### src/sink_settings.svh
/*
  sink streamer settings
  widths, FIFO depths and counter width shared by the store streamer
*/

`ifndef SINK_SETTINGS_SVH
`define SINK_SETTINGS_SVH

// width of one stream word from the datapath
`define SINK_STREAM_DW 32

// memory word is 32 bits wider than the stream, room for any byte offset
`define SINK_TCDM_DW (`SINK_STREAM_DW + 32)

// byte address width
`define SINK_ADDR_W 32

// length and transfer counters
`define SINK_CNT_W 16

// decoupling FIFO depths
`define SINK_ADDR_FIFO_DEPTH 2
`define SINK_STORE_FIFO_DEPTH 2

`endif

### src/sink_pkg.sv
/*
  sink streamer package
  FSM state encoding and the payload types carried by the two FIFOs
*/

`include "sink_settings.svh"

package sink_pkg;

  // streamer control states
  typedef enum logic [1:0] {
    STREAMER_IDLE    = 2'b00,
    STREAMER_WORKING = 2'b01,
    STREAMER_DONE    = 2'b10
  } streamer_state_e;

  // one byte address from the address generator
  typedef struct packed {
    logic [`SINK_ADDR_W-1:0] addr;
  } addr_entry_t;

  // one store towards memory, data already lane aligned
  typedef struct packed {
    logic [`SINK_ADDR_W-1:0]    add;
    logic [`SINK_TCDM_DW-1:0]   data;
    logic [`SINK_TCDM_DW/8-1:0] be;
  } store_req_t;

endpackage

### src/sink_fifo.sv
/*
  sink FIFO
  circular buffer with valid/ready on both sides and a typed payload
*/

`timescale 1ns/1ps

module sink_fifo #(
  parameter int unsigned DEPTH = 2,
  parameter type         payload_t = logic
) (
  input  logic     clk_i,
  input  logic     rst_ni,
  input  logic     clear_i,
  input  logic     push_valid_i,
  input  payload_t push_data_i,
  output logic     push_ready_o,
  output logic     pop_valid_o,
  output payload_t pop_data_o,
  input  logic     pop_ready_i,
  output logic     empty_o
);

  localparam int unsigned PTR_W = (DEPTH > 1) ? $clog2(DEPTH) : 1;
  localparam int unsigned CNT_W = $clog2(DEPTH + 1);

  payload_t             mem_q [DEPTH];
  logic [PTR_W-1:0]     wr_ptr_q;
  logic [PTR_W-1:0]     rd_ptr_q;
  logic [CNT_W-1:0]     count_q;
  logic                 full;
  logic                 push;
  logic                 pop;

  assign full    = (count_q == CNT_W'(DEPTH));
  assign empty_o = (count_q == '0);

  // a full FIFO still takes a push when the head leaves in the same cycle
  assign push_ready_o = ~full | pop_ready_i;
  assign pop_valid_o  = ~empty_o;
  assign pop_data_o   = mem_q[rd_ptr_q];

  assign push = push_valid_i & push_ready_o;
  assign pop  = pop_valid_o & pop_ready_i;

  // pointers and occupancy
  always_ff @(posedge clk_i or negedge rst_ni) begin
    if (!rst_ni) begin
      wr_ptr_q <= '0;
      rd_ptr_q <= '0;
      count_q  <= '0;
    end else if (clear_i) begin
      wr_ptr_q <= '0;
      rd_ptr_q <= '0;
      count_q  <= '0;
    end else begin
      if (push) begin
        wr_ptr_q <= (wr_ptr_q == PTR_W'(DEPTH - 1)) ? '0 : wr_ptr_q + 1'b1;
      end
      if (pop) begin
        rd_ptr_q <= (rd_ptr_q == PTR_W'(DEPTH - 1)) ? '0 : rd_ptr_q + 1'b1;
      end
      // count only moves when exactly one side fires
      if (push && !pop) begin
        count_q <= count_q + 1'b1;
      end else if (pop && !push) begin
        count_q <= count_q - 1'b1;
      end
    end
  end

  // storage, data shows on the pop side from the next cycle
  always_ff @(posedge clk_i) begin
    if (push) begin
      mem_q[wr_ptr_q] <= push_data_i;
    end
  end

endmodule

### src/sink_addressgen.sv
/*
  sink address generator
  turns base, lengths and strides into a stream of byte addresses
*/

`timescale 1ns/1ps

`include "sink_settings.svh"

module sink_addressgen (
  input  logic                      clk_i,
  input  logic                      rst_ni,
  input  logic                      clear_i,
  input  logic                      start_i,
  input  logic [`SINK_ADDR_W-1:0]   base_addr_i,
  input  logic [`SINK_CNT_W-1:0]    tot_len_i,
  input  logic [`SINK_CNT_W-1:0]    line_len_i,
  input  logic [`SINK_ADDR_W-1:0]   word_stride_i,
  input  logic [`SINK_ADDR_W-1:0]   line_stride_i,
  input  logic                      addr_ready_i,
  output logic                      addr_valid_o,
  output sink_pkg::addr_entry_t     addr_o,
  output logic                      done_o
);

  logic                    active_q;
  logic                    done_q;
  logic [`SINK_CNT_W-1:0]  word_cnt_q;
  logic [`SINK_CNT_W-1:0]  tot_cnt_q;
  logic [`SINK_ADDR_W-1:0] addr_q;
  logic [`SINK_ADDR_W-1:0] line_addr_q;
  logic                    addr_hs;
  logic                    last_word;
  logic                    last_addr;

  // an address leaves only while the pattern is running
  assign addr_hs   = active_q & addr_ready_i;
  // last word of the current line
  assign last_word = (word_cnt_q == line_len_i - 1'b1);
  // last address of the whole pattern
  assign last_addr = (tot_cnt_q == tot_len_i - 1'b1);

  // control: activity flag, counters and done pulse
  always_ff @(posedge clk_i or negedge rst_ni) begin
    if (!rst_ni) begin
      active_q   <= 1'b0;
      done_q     <= 1'b0;
      word_cnt_q <= '0;
      tot_cnt_q  <= '0;
    end else if (clear_i) begin
      active_q   <= 1'b0;
      done_q     <= 1'b0;
      word_cnt_q <= '0;
      tot_cnt_q  <= '0;
    end else begin
      done_q <= addr_hs & last_addr;
      if (start_i) begin
        // first address is valid on the next cycle
        active_q   <= 1'b1;
        word_cnt_q <= '0;
        tot_cnt_q  <= '0;
      end else if (addr_hs) begin
        tot_cnt_q <= tot_cnt_q + 1'b1;
        if (last_addr) begin
          active_q <= 1'b0;
        end
        // restart the line count at the end of a line
        if (last_word) begin
          word_cnt_q <= '0;
        end else begin
          word_cnt_q <= word_cnt_q + 1'b1;
        end
      end
    end
  end

  // address datapath, strides are byte amounts so misaligned is fine
  always_ff @(posedge clk_i) begin
    if (start_i) begin
      addr_q      <= base_addr_i;
      line_addr_q <= base_addr_i;
    end else if (addr_hs) begin
      if (last_word) begin
        // next line starts one line stride after the previous line start
        addr_q      <= line_addr_q + line_stride_i;
        line_addr_q <= line_addr_q + line_stride_i;
      end else begin
        addr_q <= addr_q + word_stride_i;
      end
    end
  end

  assign addr_valid_o = active_q;
  assign addr_o.addr  = addr_q;
  assign done_o       = done_q;

endmodule

### src/sink_streamer.sv
/*
  sink streamer core
  control FSM, transfer counter and the shifter that forms store requests
*/

`timescale 1ns/1ps

`include "sink_settings.svh"

module sink_streamer (
  input  logic                          clk_i,
  input  logic                          rst_ni,
  input  logic                          clear_i,
  // control
  input  logic                          req_start_i,
  input  logic [`SINK_CNT_W-1:0]        tot_len_i,
  input  logic                          addrgen_done_i,
  output logic                          addrgen_start_o,
  output logic                          ready_start_o,
  output logic                          done_o,
  // address FIFO pop side
  input  logic                          apop_valid_i,
  input  logic [`SINK_ADDR_W-1:0]       apop_addr_i,
  output logic                          apop_ready_o,
  // stream input
  input  logic                          stream_valid_i,
  input  logic [`SINK_STREAM_DW-1:0]    stream_data_i,
  input  logic [`SINK_STREAM_DW/8-1:0]  stream_strb_i,
  output logic                          stream_ready_o,
  // store FIFO push side
  input  logic                          st_ready_i,
  input  logic                          store_empty_i,
  output logic                          st_valid_o,
  output sink_pkg::store_req_t          st_req_o
);

  localparam int unsigned BE_W = `SINK_TCDM_DW / 8;

  sink_pkg::streamer_state_e cs, ns;

  logic [`SINK_CNT_W-1:0]   cnt_q;
  logic                     done_q;
  logic                     busy;
  logic                     fire;
  logic                     finish;
  logic [1:0]               offset;
  logic [`SINK_TCDM_DW-1:0] data_shift;
  logic [BE_W-1:0]          be_shift;

  assign busy = (cs != sink_pkg::STREAMER_IDLE);

  // a beat, an address and a free store slot are needed together
  assign fire           = busy & stream_valid_i & apop_valid_i & st_ready_i;
  assign stream_ready_o = busy & apop_valid_i & st_ready_i;
  assign apop_ready_o   = busy & stream_valid_i & st_ready_i;
  assign st_valid_o     = busy & stream_valid_i & apop_valid_i;

  // byte offset inside the 32-bit word
  assign offset = apop_addr_i[1:0];

  // move data and strobes up by the byte offset, spill lands in the upper lanes
  assign data_shift = `SINK_TCDM_DW'(stream_data_i) << {offset, 3'b000};
  assign be_shift   = BE_W'(stream_strb_i) << offset;

  // request goes to the word aligned address, bytes outside the beat stay disabled
  always_comb begin
    st_req_o.add  = {apop_addr_i[`SINK_ADDR_W-1:2], 2'b00};
    st_req_o.data = data_shift;
    st_req_o.be   = be_shift;
  end

  // next state and start handshake
  always_comb begin
    ns              = cs;
    finish          = 1'b0;
    ready_start_o   = 1'b0;
    addrgen_start_o = 1'b0;
    case (cs)
      sink_pkg::STREAMER_IDLE: begin
        ready_start_o = 1'b1;
        if (req_start_i) begin
          addrgen_start_o = 1'b1;
          ns              = sink_pkg::STREAMER_WORKING;
        end
      end
      sink_pkg::STREAMER_WORKING: begin
        // all addresses issued
        if (addrgen_done_i) begin
          ns = sink_pkg::STREAMER_DONE;
        end
      end
      sink_pkg::STREAMER_DONE: begin
        // all beats counted and every store has left for memory
        if (cnt_q == tot_len_i && store_empty_i) begin
          finish = 1'b1;
          ns     = sink_pkg::STREAMER_IDLE;
        end
      end
      default: begin
        ns = sink_pkg::STREAMER_IDLE;
      end
    endcase
  end

  always_ff @(posedge clk_i or negedge rst_ni) begin
    if (!rst_ni) begin
      cs <= sink_pkg::STREAMER_IDLE;
    end else if (clear_i) begin
      cs <= sink_pkg::STREAMER_IDLE;
    end else begin
      cs <= ns;
    end
  end

  // transfer counter, one step per accepted beat
  always_ff @(posedge clk_i or negedge rst_ni) begin
    if (!rst_ni) begin
      cnt_q <= '0;
    end else if (clear_i || finish) begin
      cnt_q <= '0;
    end else if (fire) begin
      cnt_q <= cnt_q + 1'b1;
    end
  end

  // done is a registered pulse, shows in the first IDLE cycle
  always_ff @(posedge clk_i or negedge rst_ni) begin
    if (!rst_ni) begin
      done_q <= 1'b0;
    end else if (clear_i) begin
      done_q <= 1'b0;
    end else begin
      done_q <= finish;
    end
  end

  assign done_o = done_q;

endmodule

### src/sink_top.sv
/*
  sink streamer top
  address generator, address FIFO, streamer and store FIFO towards the TCDM
*/

`timescale 1ns/1ps

`include "sink_settings.svh"

module sink_top (
  input  logic                          clk_i,
  input  logic                          rst_ni,
  input  logic                          clear_i,
  // control port
  input  logic                          req_start_i,
  input  logic [`SINK_ADDR_W-1:0]       base_addr_i,
  input  logic [`SINK_CNT_W-1:0]        tot_len_i,
  input  logic [`SINK_CNT_W-1:0]        line_len_i,
  input  logic [`SINK_ADDR_W-1:0]       word_stride_i,
  input  logic [`SINK_ADDR_W-1:0]       line_stride_i,
  output logic                          ready_start_o,
  output logic                          done_o,
  output logic                          addrgen_done_o,
  // stream input
  input  logic                          stream_valid_i,
  input  logic [`SINK_STREAM_DW-1:0]    stream_data_i,
  input  logic [`SINK_STREAM_DW/8-1:0]  stream_strb_i,
  output logic                          stream_ready_o,
  // memory port
  output logic                          tcdm_req_o,
  input  logic                          tcdm_gnt_i,
  output logic [`SINK_ADDR_W-1:0]       tcdm_add_o,
  output logic [`SINK_TCDM_DW-1:0]      tcdm_data_o,
  output logic [`SINK_TCDM_DW/8-1:0]    tcdm_be_o
);

  logic                  addrgen_start;
  logic                  addr_valid;
  logic                  addr_ready;
  sink_pkg::addr_entry_t addr_entry;
  logic                  apop_valid;
  logic                  apop_ready;
  sink_pkg::addr_entry_t apop_entry;
  logic                  st_valid;
  logic                  st_ready;
  sink_pkg::store_req_t  st_req;
  sink_pkg::store_req_t  tcdm_entry;
  logic                  store_empty;

  sink_addressgen i_addressgen (
    .clk_i         ( clk_i          ),
    .rst_ni        ( rst_ni         ),
    .clear_i       ( clear_i        ),
    .start_i       ( addrgen_start  ),
    .base_addr_i   ( base_addr_i    ),
    .tot_len_i     ( tot_len_i      ),
    .line_len_i    ( line_len_i     ),
    .word_stride_i ( word_stride_i  ),
    .line_stride_i ( line_stride_i  ),
    .addr_ready_i  ( addr_ready     ),
    .addr_valid_o  ( addr_valid     ),
    .addr_o        ( addr_entry     ),
    .done_o        ( addrgen_done_o )
  );

  // decouples address generation from stream arrival
  sink_fifo #(
    .DEPTH     ( `SINK_ADDR_FIFO_DEPTH  ),
    .payload_t ( sink_pkg::addr_entry_t )
  ) i_addr_fifo (
    .clk_i        ( clk_i      ),
    .rst_ni       ( rst_ni     ),
    .clear_i      ( clear_i    ),
    .push_valid_i ( addr_valid ),
    .push_data_i  ( addr_entry ),
    .push_ready_o ( addr_ready ),
    .pop_valid_o  ( apop_valid ),
    .pop_data_o   ( apop_entry ),
    .pop_ready_i  ( apop_ready ),
    .empty_o      (            )
  );

  sink_streamer i_streamer (
    .clk_i           ( clk_i           ),
    .rst_ni          ( rst_ni          ),
    .clear_i         ( clear_i         ),
    .req_start_i     ( req_start_i     ),
    .tot_len_i       ( tot_len_i       ),
    .addrgen_done_i  ( addrgen_done_o  ),
    .addrgen_start_o ( addrgen_start   ),
    .ready_start_o   ( ready_start_o   ),
    .done_o          ( done_o          ),
    .apop_valid_i    ( apop_valid      ),
    .apop_addr_i     ( apop_entry.addr ),
    .apop_ready_o    ( apop_ready      ),
    .stream_valid_i  ( stream_valid_i  ),
    .stream_data_i   ( stream_data_i   ),
    .stream_strb_i   ( stream_strb_i   ),
    .stream_ready_o  ( stream_ready_o  ),
    .st_ready_i      ( st_ready        ),
    .store_empty_i   ( store_empty     ),
    .st_valid_o      ( st_valid        ),
    .st_req_o        ( st_req          )
  );

  // holds stores while the memory withholds its grant
  sink_fifo #(
    .DEPTH     ( `SINK_STORE_FIFO_DEPTH ),
    .payload_t ( sink_pkg::store_req_t  )
  ) i_store_fifo (
    .clk_i        ( clk_i       ),
    .rst_ni       ( rst_ni      ),
    .clear_i      ( clear_i     ),
    .push_valid_i ( st_valid    ),
    .push_data_i  ( st_req      ),
    .push_ready_o ( st_ready    ),
    .pop_valid_o  ( tcdm_req_o  ),
    .pop_data_o   ( tcdm_entry  ),
    .pop_ready_i  ( tcdm_gnt_i  ),
    .empty_o      ( store_empty )
  );

  assign tcdm_add_o  = tcdm_entry.add;
  assign tcdm_data_o = tcdm_entry.data;
  assign tcdm_be_o   = tcdm_entry.be;

endmodule

### config.mk
export PLATFORM = sky130hd
export DESIGN_NAME = sink_top
export DESIGN_NICKNAME = d
export VERILOG_FILES = /design/src/sink_pkg.sv /design/src/sink_fifo.sv /design/src/sink_addressgen.sv /design/src/sink_streamer.sv /design/src/sink_top.sv
export VERILOG_INCLUDE_DIRS = /design/src
export SDC_FILE = /design/constraint.sdc
export NUM_CORES = 1
export LEC_CHECK = 0
export BUFFER_PORTS_ARGS = -buffer_cell sky130_fd_sc_hd__buf_2
export CORE_ASPECT_RATIO = 0.5
export CORE_MARGIN = 4
export CORE_UTILIZATION = 50
export CTS_CLUSTER_SIZE = 14
export DETAILED_ROUTE_END_ITERATION = 8
export PLACE_DENSITY = 0.73
export SLEW_MARGIN = 25
export SYNTH_ARGS = -nofsm -noshare
export SYNTH_HDL_FRONTEND = slang
export SYNTH_SLANG_ARGS = --single-unit
### constraint.sdc
create_clock -name clk_i -period 7.8 [get_ports clk_i]
set_input_delay 0.78 -clock clk_i [delete_from_list [all_inputs] [get_ports clk_i]]
set_output_delay 0.78 -clock clk_i [all_outputs]
set_load 0.005 [all_outputs]
==> run summary, run 1 <==
VDD IR-drop max: 0.139 mV
drt drc: 0
Core Area: 39200 sq um
Setup Total Neg Slack: 0 ns
Routed WL per cell: 20.1 um
final worst-path cycle share: 0.456
Max Cap Viol: 0
Synth Instances: 1717
outcome: complete, no violations
most instantiated cells after synthesis: edfxtp_1 (314), nand2_1 (173), mux2_2 (136)
Sequential Area: 11000 sq um
Synth Flop Type: edfxtp_1
CTS HTree Levels: 2
routed via count: 14200
HP Class: in2async
vias in the first global route: 14000
gpl congestion: 0.943
sequential area share after synthesis: 0.547
Tot GR Track Use: 0.229
crit end category: flip-flop
CTS root buf: clkbuf_16
Syn Std Cell Area: 20000 sq um
drt first-iter violations: 1142
most frequent cell after synthesis: edfxtp_1
first-pass GRT wire length: 77900 um
Avg Inst Size Synth: 11.7 sq um
Post-synth ARST share: 0.163
post-synth top area share: 0.471
Yosys top cell by area: edfxtp_1
Post-CTS Resized: 0
hpwl dp: 36200 um
vias per std cell: 5.62
die width: 291 um
io pins: 279
Post-synth EDFFs: 314
Die Area: 43500 sq um
final core utilization: 0.588
final hold slack: 0.406 ns
Power Density: 237 nW/um^2
Die Span Y: 149 um
Nets: 2213
Pins Over Slew Limit: 0
Setup violations, final: 0
CP Max Fanout: 19
Critical Path AT: 3.80 ns
P&R area growth vs syn: 15.2%
Port Buffer Count: 267
DRT antenna net count: 0
placed insts: 2465
CTS tree: built
cts hold-fix bufs: 0
Worst-Margin Slew: 1.06 ns
clock sink count: 375
layout cells sized above 1: 0.244
Pleak: 9.02 nW
synth top area cells: edfxtp_1 (47%), mux2_2 (7.6%), dfrtp_1 (7.6%), ha_1 (4.2%), xor2_1 (4.0%)
RSZ-0062 raised after global routing: false
antenna violations before repair: 2
deepest clock path buffer count: 3
Routed WL: 51000 um
Yosys reg bits: 375
fmax: 0.281 GHz
num rows: 51
minimum clock period: 3.56 ns
CTS buffer count: 37
Worst EP required: 8.04 ns
Post-Layout Cell Count: 2534
Multi-input gate area: 8700 sq um
Pre-antenna DRT Iters: 5
Startpoint Class: input port
Post-CTS Setup Inserts: 0
clk_skew: 0.0169 ns
Ys Warns: 0
Starting Density: 0.511
worst skew pair latency: 0.54 ns
Synth cell types: 68
Setup CP Type: in2reg
Clock Pin Slew Worst Setup and Hold Paths: 0.06 ns
global route overflow: 0
Final Hold Vio Count: 0
largest net degree at the start of global routing: 77
Rel. slew slack: 0.296
# fillers: 3252
[metrics by stage]
stage | setup WS, ns | instance area (sq um) | total power, mW
floorplan | 2.57 | 20100 | 3.37
global placement | 3.62 | 21900 | 3.71
detailed placement | 3.66 | 21900 | 3.74
CTS | 4.23 | 23000 | 5.47
global route | 3.91 | 23100 | 5.72
finish | 4.24 | 23100 | 5.45
[placed cells by master, fill, tap and decap left out, types with 41 or more instances in the layout]
cell type  count
nor2_1       134
ha_1          67
buf_2        267
mux2i_1       41
o21ai_0       72
mux2_2       136
xnor2_1       73
edfxtp_1     314
xor2_1        91
a21oi_1      121
nand2_1      172
dfrtp_1       60
[final timing paths]
kind	startpoint	endpoint	slack [ns]	cells past startpoint
max in group asynchronous	rst_ni	i_store_fifo.rd_ptr_q	6.83	2
max reg2reg	i_addressgen.word_cnt_q[4]	i_addressgen.line_addr_q[30]	4.35	10
max	line_len_i[5]	i_addressgen.line_addr_q[30]	4.24	11
min	rst_ni	i_store_fifo.rd_ptr_q	0.41	2
min in group clk_i	i_addressgen.addr_o[9]	i_addr_fifo.mem_q[0][9]	0.50	0
min reg2reg	i_addressgen.addr_o[9]	i_addr_fifo.mem_q[0][9]	0.50	0
[cell type report]
class,instances,share of cell area
antenna,3,0.000326
sequential,375,0.475
timing repair buffer,282,0.0639
multi-input combinational,1250,0.378
clock buffer,45,0.0424
inverter,28,0.00456
tap,530,0.0288
clock inverter,21,0.00727
[critical path, cell delays in order]
cell,delay (ns)
buf_2,0.13
nor4_2,0.35
nand2b_2,0.18
nor2_1,0.15
xnor2_1,0.11
nor4b_2,0.32
nand2_1,0.09
nor4b_1,0.37
nand2_1,0.38
o21ai_4,0.71
buf_16,0.23
[logic make-up (layout without fill, tap and decap cells)]
family | after synthesis | in the layout | synth area share
multiplexers | 181 | 181 | 0.0993
flip-flops | 375 | 375 | 0.547
adder cells (fa/ha/maj) | 70 | 70 | 0.0444
AO/OA/AOI/OAI | 316 | 316 | 0.0944
AND/OR/NAND/NOR | 508 | 508 | 0.120
XOR/XNOR | 164 | 164 | 0.0717
buffers and inverters | 102 | 376 | 0.0229
other | 1 | 14 | 0.000187
[report_power, final]
group,switching [mW],total (mW),internal (mW)
clock network,0.774,1.74,0.964
logic,0.733,1.25,0.522
registers,0.0778,2.46,2.38
total,1.58,5.45,3.87
[flip-flops by register name, summed over array words and instances, names as in the netlist, 2 cells and up]
| signal | count |
|---|---|
| i_streamer.cnt_q | 16 |
| i_addressgen.line_addr_q | 32 |
| i_addressgen.addr_o | 32 |
| i_store_fifo.count_q | 2 |
| i_addr_fifo.mem_q | 64 |
| i_store_fifo.mem_q | 186 |
| i_addressgen.tot_cnt_q | 16 |
| i_streamer.cs | 2 |
| i_addressgen.word_cnt_q | 16 |
| i_addr_fifo.count_q | 2 |
[metal layers]
metal | vias up | track usage | share of wire
met1 | 6932 | 0.291 | 0.41
met3 | 90 | 0.0340 | 0.052
met4 | 2 | 0.0796 | 0.034
met2 | 400 | 0.404 | 0.50
li1 | 6820 | - | -
met5 | - | 0 | 0.00033
Power figures use the tool's default switching activity.
==> inputs of run 2 (changes only) <==
Settings changed: ABC_AREA set to 1, PLACE_DENSITY 0.73 to 0.72.
Clock period 7.8 ns to 2.9 ns, I/O delays scaled along.
==> run summary, run 2 <==
outcome: complete, no violations (unchanged)
CTS root buf: clkbuf_16 (unchanged)
worst skew pair latency: 0.55 ns (was 0.54 ns)
Clock Pin Slew Worst Setup and Hold Paths: 0.07 ns (was 0.06 ns)
drt first-iter violations: 1843 (was 1142)
most flop-heavy register: i_store_fifo.mem_q (unchanged)
die width: 309 um (was 291 um)
CTS tree: built (unchanged)
critical-path cell list: ha_1 > inv_1 > fa_1 > o21bai_1 > inv_1 > o21bai_1 > nand2_1 > nand3_1 > nand2_1 > nand2_1 > nand3_1 > nand2_1 > inv_1 (was buf_2 > nor4_2 > nand2b_2 > nor2_1 > xnor2_1 > nor4b_2 > nand2_1 > nor4b_1 > nand2_1 > o21ai_4 > buf_16)
Pleak: 12.5 nW (was 9.02 nW)
Rel. slew slack: 0.509 (was 0.296)
worst stage delay on the critical path: 0.44 ns (was 0.71 ns)
Met1 Wirelength: 28500 um (was 21000 um)
routed via count: 20000 (was 14200)
most instantiated cells after synthesis: nand2_1 (1143), inv_1 (362), edfxtp_1 (314) (was edfxtp_1 (314), nand2_1 (173), mux2_2 (136))
slowest stage cell on the critical path: edfxtp_1 (was o21ai_4)
Max Cap Viol: 0 (unchanged)
Die Area: 49100 sq um (was 43500 sq um)
CTS HTree Levels: 2 (unchanged)
RSZ-0062 raised after global routing: false (unchanged)
layout cells sized above 1: 0.129 (was 0.244)
Pins Over Slew Limit: 0 (unchanged)
max layer used: met4 (was met5)
vias per std cell: 5.25 (was 5.62)
io pins: 279 (unchanged)
vias in the first global route: 18500 (was 14000)
Routed met2 length: 29900 um (was 25600 um)
Syn Std Cell Area: 22700 sq um (was 20000 sq um)
antenna violations before repair: 1 (was 2)
clock sink count: 375 (unchanged)
Synth Flop Type: edfxtp_1 (unchanged)
num rows: 54 (was 51)
fmax: 0.372 GHz
post-synth top area share: 0.415 (was 0.471)
gpl congestion: 0.969 (was 0.943)
P&R area growth vs syn: 14.4% (was 15.2%)
Synth Instances: 2914 (was 1717)
Final Cell Area: 26000 sq um (was 23100 sq um)
Routed WL per cell: 16.9 um (was 20.1 um)
DRT antenna net count: 0 (unchanged)
Post-Layout Cell Count: 3804 (was 2534)
HP Class: in2reg (was in2async)
hold path depth: 3
Setup CP Type: reg2reg (was in2reg)
Ys Warns: 0 (unchanged)
hpwl dp: 49300 um (was 36200 um)
global route overflow: 0 (unchanged)
VDD IR-drop max: 0.387 mV (was 0.139 mV)
Power Density: 778 nW/um^2 (was 237 nW/um^2)
Avg Inst Size Synth: 7.79 sq um (was 11.7 sq um)
Post-synth ARST share: 0.163 (unchanged)
deepest clock path buffer count: 3 (unchanged)
Worst EP required: 3.20 ns (was 8.04 ns)
Yosys reg bits: 375 (unchanged)
final hold slack: 0.0641 ns (was 0.406 ns)
Critical Path AT: 2.99 ns (was 3.80 ns)
Post-CTS Setup Inserts: 0 (unchanged)
synth top area cells: edfxtp_1 (42%), nand2_1 (19%), dfrtp_1 (6.7%), inv_1 (6.0%), nand3_1 (4.0%) (was edfxtp_1 (47%), mux2_2 (7.6%), dfrtp_1 (7.6%), ha_1 (4.2%), xor2_1 (4.0%))
largest net degree at the start of global routing: 63 (was 77)
Worst-Margin Slew: 0.737 ns (was 1.06 ns)
Synth cell types: 47 (was 68)
Nets: 3423 (was 2213)
cells on worst reg2reg path: 13 (was 10)
most frequent cell after synthesis: nand2_1 (was edfxtp_1)
sequential area share after synthesis: 0.482 (was 0.547)
Final Hold Vio Count: 0 (unchanged)
Die Span Y: 159 um (was 149 um)
Pre-antenna DRT Iters: 6 (was 5)
Startpoint Class: flip-flop (was input port)
Tot GR Track Use: 0.255 (was 0.229)
Placed Area: 24800 sq um (was 21900 sq um)
Routed WL: 64400 um (was 51000 um)
minimum clock period: 2.69 ns
Starting Density: 0.514 (was 0.511)
final worst-path cycle share: 0.928
Core Area: 44200 sq um (was 39200 sq um)
max reg flops: 186 (unchanged)
Top Registers: i_store_fifo.mem_q x186, i_addr_fifo.mem_q x64 (unchanged)
Setup violations, final: 0 (unchanged)
Post-CTS Resized: 0 (unchanged)
drt drc: 0 (unchanged)
clk_skew: 0.0204 ns (was 0.0169 ns)
CTS buffer count: 37 (unchanged)
Port Buffer Count: 267 (unchanged)
CP Max Fanout: 3 (was 19)
placed insts: 3732 (was 2465)
Yosys top cell by area: edfxtp_1 (unchanged)
cts hold-fix bufs: 1 (was 0)
PnR Total Power: 20.2 mW (was 5.45 mW)
final core utilization: 0.588 (about the same)
most common cell after layout, fill and taps aside: nand2_1 (was edfxtp_1)
crit end category: flip-flop (unchanged)
Post-synth EDFFs: 314 (unchanged)
first-pass GRT wire length: 99000 um (was 77900 um)
most frequent CP cell: nand2_1 (unchanged)
met3 wire length: 4770 um (was 2640 um)
most frequent cells in the layout: nand2_1 (1141), inv_1 (361), edfxtp_1 (314) (was edfxtp_1 (314), buf_2 (267), nand2_1 (172))
[run 2: changes by cell type after synthesis, sizes merged, moves of 37 or more]
| cell | delta |
|---|---|
| a21o | -37 |
| a21oi | -41 |
| inv | +342 |
| mux2 | -138 |
| nand2 | +981 |
| nand3 | +144 |
| nor2 | +108 |
| xnor2 | -42 |
| xor2 | -44 |
[run 2: through the flow]
| step | TNS [ns] | setup slack (ns) |
|---|---|---|
| CTS | 0 | 0.234 |
| detailed placement | 0 | 0.244 |
| floorplan | -195.36 | -1.05 |
| global placement | 0 | 0.323 |
| global route | 0 | 0.0532 |
| finish | 0 | 0.209 |
[run 2: area by class of cell]
cell class                      count  area [sq um]
Clock inverter                     17           156
Antenna cell                        5          12.5
Sequential cell                   375         11000
Inverter                          372          1400
Timing Repair Buffer              303          1670
Fill cell                        4062         18200
Clock buffer                       49          1000
Multi-Input combinational cell   2095         10000
Tap cell                          588           736
[run 2: worst max-delay path, delay by kind of cell (launching register included)]
| family | cells | cell delay, ns |
|---|---|---|
| AND/OR/NAND/NOR | 6 | 0.51 |
| adder cells (fa/ha/maj) | 2 | 0.69 |
| buffers and inverters | 3 | 0.23 |
| AO/OA/AOI/OAI | 2 | 0.57 |
| flip-flops | 1 | 0.44 |
[run 2: final timing paths]
kind	from	end	slack, ns
setup / recovery	i_addressgen.addr_o[0]	i_addressgen.addr_o[24]	0.21
hold / removal	base_addr_i[1]	i_addressgen.line_addr_q[1]	0.06
setup reg to reg	i_addressgen.addr_o[0]	i_addressgen.addr_o[24]	0.21
hold reg to reg	i_streamer.cs[0]	i_streamer.done_o	0.50
max in group asynchronous	rst_ni	i_addressgen.tot_cnt_q[15]	1.82
min in group asynchronous	rst_ni	i_addressgen.word_cnt_q[14]	0.37
[run 2: power breakdown]
part | internal (mW) | total (mW) | switching (mW)
Combinational | 2.57 | 7.76 | 5.19
Clock | 2.57 | 4.72 | 2.15
Sequential | 7.18 | 7.74 | 0.557
[run 2: metal layers]
| layer | up-vias | track usage |
|---|---|---|
| li1 | 9903 | - |
| met1 | 9311 | 0.360 |
| met2 | 678 | 0.418 |
| met3 | 83 | 0.0378 |
| met4 | 0 | 0.0561 |
| met5 | - | 0 |
[run 2: cell families after synthesis]
logic type / share of synthesized area
flip-flops: 0.482
adder cells (fa/ha/maj): 0.0387
XOR/XNOR: 0.0301
AO/OA/AOI/OAI: 0.0486
AND/OR/NAND/NOR: 0.310
multiplexers: 0.0110
buffers and inverters: 0.0791
other: 0.000165
==> inputs of run 3 (changes only) <==
Settings changed: REMOVE_ABC_BUFFERS set to 1.
==> run summary, run 3 (same netlist as run 2, synthesis figures left out) <==
worst skew pair latency: 0.55 ns (about the same)
minimum clock period: 2.52 ns (was 2.69 ns)
Clock Pin Slew Worst Setup and Hold Paths: 0.07 ns (about the same)
PnR Total Power: 20.2 mW (about the same)
final hold slack: 0.0371 ns (was 0.0641 ns)
Core Area: 44200 sq um (unchanged)
worst setup path start: i_addressgen.addr_o[0] (unchanged)
reg2reg start: i_addressgen.addr_o[0] (unchanged)
hpwl dp: 46800 um (was 49300 um)
Post-CTS Setup Inserts: 0 (unchanged)
DRT antenna net count: 0 (unchanged)
Power Density: 776 nW/um^2 (was 778 nW/um^2)
outcome: complete, no violations (unchanged)
Critical Path AT: 2.84 ns (was 2.99 ns)
CTS root buf: clkbuf_16 (unchanged)
antenna violations before repair: 5 (was 1)
Top Registers: i_store_fifo.mem_q x186, i_addr_fifo.mem_q x64 (unchanged)
Starting Density: 0.514 (unchanged)
Post-Layout Cell Count: 3794 (was 3804)
CTS tree: built (unchanged)
num rows: 54 (unchanged)
drt drc: 0 (unchanged)
Comb power frac: 0.382 (was 0.384)
Placed Area: 24800 sq um (about the same)
Final Hold Vio Count: 0 (unchanged)
CTS HTree Levels: 2 (unchanged)
routed via count: 20000 (about the same)
clock sink count: 375 (unchanged)
Pins Over Slew Limit: 0 (unchanged)
max reg flops: 186 (unchanged)
Setup violations, final: 0 (unchanged)
clk_skew: 0.0215 ns (was 0.0204 ns)
first-pass GRT wire length: 96700 um (was 99000 um)
vias per std cell: 5.26 (was 5.25)
Routed WL: 62400 um (was 64400 um)
layout cells sized above 1: 0.127 (was 0.129)
Worst EP required: 3.21 ns (was 3.20 ns)
RR Endpoint: i_addressgen.addr_o[24] (unchanged)
Tot GR Track Use: 0.247 (was 0.255)
critical-path cell list: ha_1 > inv_1 > fa_1 > o21bai_1 > inv_1 > o21bai_1 > nand2_1 > nand3_1 > nand2_1 > nand2_1 > nand3_1 > nand2_1 > inv_1 (unchanged)
Nets: 3418 (was 3423)
Clk pwr share: 0.235 (was 0.233)
io pins: 279 (unchanged)
drt first-iter violations: 1754 (was 1843)
Final Cell Area: 26000 sq um (about the same)
Pre-antenna DRT Iters: 6 (unchanged)
internal power: 12.4 mW (was 12.3 mW)
cells on worst reg2reg path: 13 (unchanged)
Post-CTS Resized: 0 (unchanged)
Setup CP Type: reg2reg (unchanged)
gpl congestion: 0.941 (was 0.969)
Die Span Y: 159 um (unchanged)
Die Area: 49100 sq um (unchanged)
deepest clock path buffer count: 3 (unchanged)
largest net degree at the start of global routing: 53 (was 63)
CTS buffer count: 36 (was 37)
crit end category: flip-flop (unchanged)
Net Switching: 7.79 mW (was 7.90 mW)
sw frac: 0.386 (was 0.391)
Rel. slew slack: 0.538 (was 0.509)
Pleak: 12.5 nW (about the same)
sequential power share: 0.383 (about the same)
Hold Startpoint: base_addr_i[1] (unchanged)
Routed WL per cell: 16.4 um (was 16.9 um)
Port Buffer Count: 267 (unchanged)
Max Cap Viol: 0 (unchanged)
P&R area growth vs syn: 14.4% (about the same)
Worst-Margin Slew: 0.692 ns (was 0.737 ns)
RSZ-0062 raised after global routing: false (unchanged)
most frequent CP cell: nand2_1 (unchanged)
final worst-path cycle share: 0.870 (was 0.928)
most flop-heavy register: i_store_fifo.mem_q (unchanged)
worst stage delay on the critical path: 0.43 ns (was 0.44 ns)
Setup crit end: i_addressgen.addr_o[24] (unchanged)
PnR worst setup slack: 0.378 ns (was 0.209 ns)
slowest stage cell on the critical path: edfxtp_1 (unchanged)
most common cell after layout, fill and taps aside: nand2_1 (unchanged)
VDD IR-drop max: 0.337 mV (was 0.387 mV)
placed insts: 3727 (was 3732)
CP Max Fanout: 3 (unchanged)
die width: 309 um (unchanged)
global route overflow: 0 (unchanged)
most frequent cells in the layout: nand2_1 (1141), inv_1 (361), edfxtp_1 (314) (unchanged)
HP Class: in2reg (unchanged)
cts hold-fix bufs: 1 (unchanged)
Startpoint Class: flip-flop (unchanged)
fmax: 0.396 GHz (was 0.372 GHz)
Setup Slack @ Placement: 0.278 ns (was 0.244 ns)
Worst R2R Setup Slack: 0.38 ns (was 0.21 ns)
vias in the first global route: 18400 (was 18500)
run 3: cell count changes in the layout (fill, tap and decap cells not counted), sizes merged:
cell	before	now
buf	302	298
clkbuf	49	44
clkinv	13	10
bufinv	1	3
run 3: layout make-up:
| type | count | area, sq um |
|---|---|---|
| Clock inverter | 16 | 190 |
| Tap cell | 588 | 736 |
| Fill cell | 4058 | 18200 |
| Timing Repair Buffer | 299 | 1680 |
| Antenna cell | 5 | 12.5 |
| Sequential cell | 375 | 11000 |
| Clock buffer | 44 | 961 |
| Inverter | 372 | 1400 |
| Multi-Input combinational cell | 2095 | 10000 |
run 3: worst min-delay path by stage:
stage	end	slack, ns	cells after the start
2_1_floorplan	i_addr_fifo.count_q[0]	-0.006	0
3_5_place_dp	i_addressgen.tot_cnt_q[1]	0.46	1
3_3_place_gp	i_addressgen.tot_cnt_q[2]	0.46	1
5_1_grt	i_addressgen.addr_o[1]	0.04	3
6_report	i_addressgen.addr_o[1]	0.04	3
4_1_cts	i_addressgen.addr_o[1]	0.02	3
run 3: worst max-delay path: cells and delay by family (launching register included):
family / cells / cell delay [ns]
flip-flops: 1 / 0.43
AO/OA/AOI/OAI: 2 / 0.49
adder cells (fa/ha/maj): 2 / 0.69
buffers and inverters: 3 / 0.20
AND/OR/NAND/NOR: 6 / 0.47
run 3: layer usage:
metal  global-route usage  vias up  share of wire
li1                     -     9891              -
met1                0.350     9293           0.45
met2                0.397      679           0.46
met3               0.0349      104          0.068
met4               0.0722        0          0.025
met5                    0        -              0
run 3: power groups by stage:
stage / clock network, mW / registers, mW / logic (mW)
global placement: 0 / 7.77 / 7.47
finish: 4.74 / 7.72 / 7.71
global route: 5.05 / 7.77 / 8.71
CTS: 4.84 / 7.70 / 7.63
detailed placement: 0 / 7.80 / 7.58
floorplan: 0 / 7.60 / 5.09
run 3: stage by stage:
step	TNS, ns	util
after floorplan	-662.42	-
after global placement	0	0.561
after detailed placement	0	0.561
after CTS	0	0.587
after global routing	0	0.588
final	0	0.588
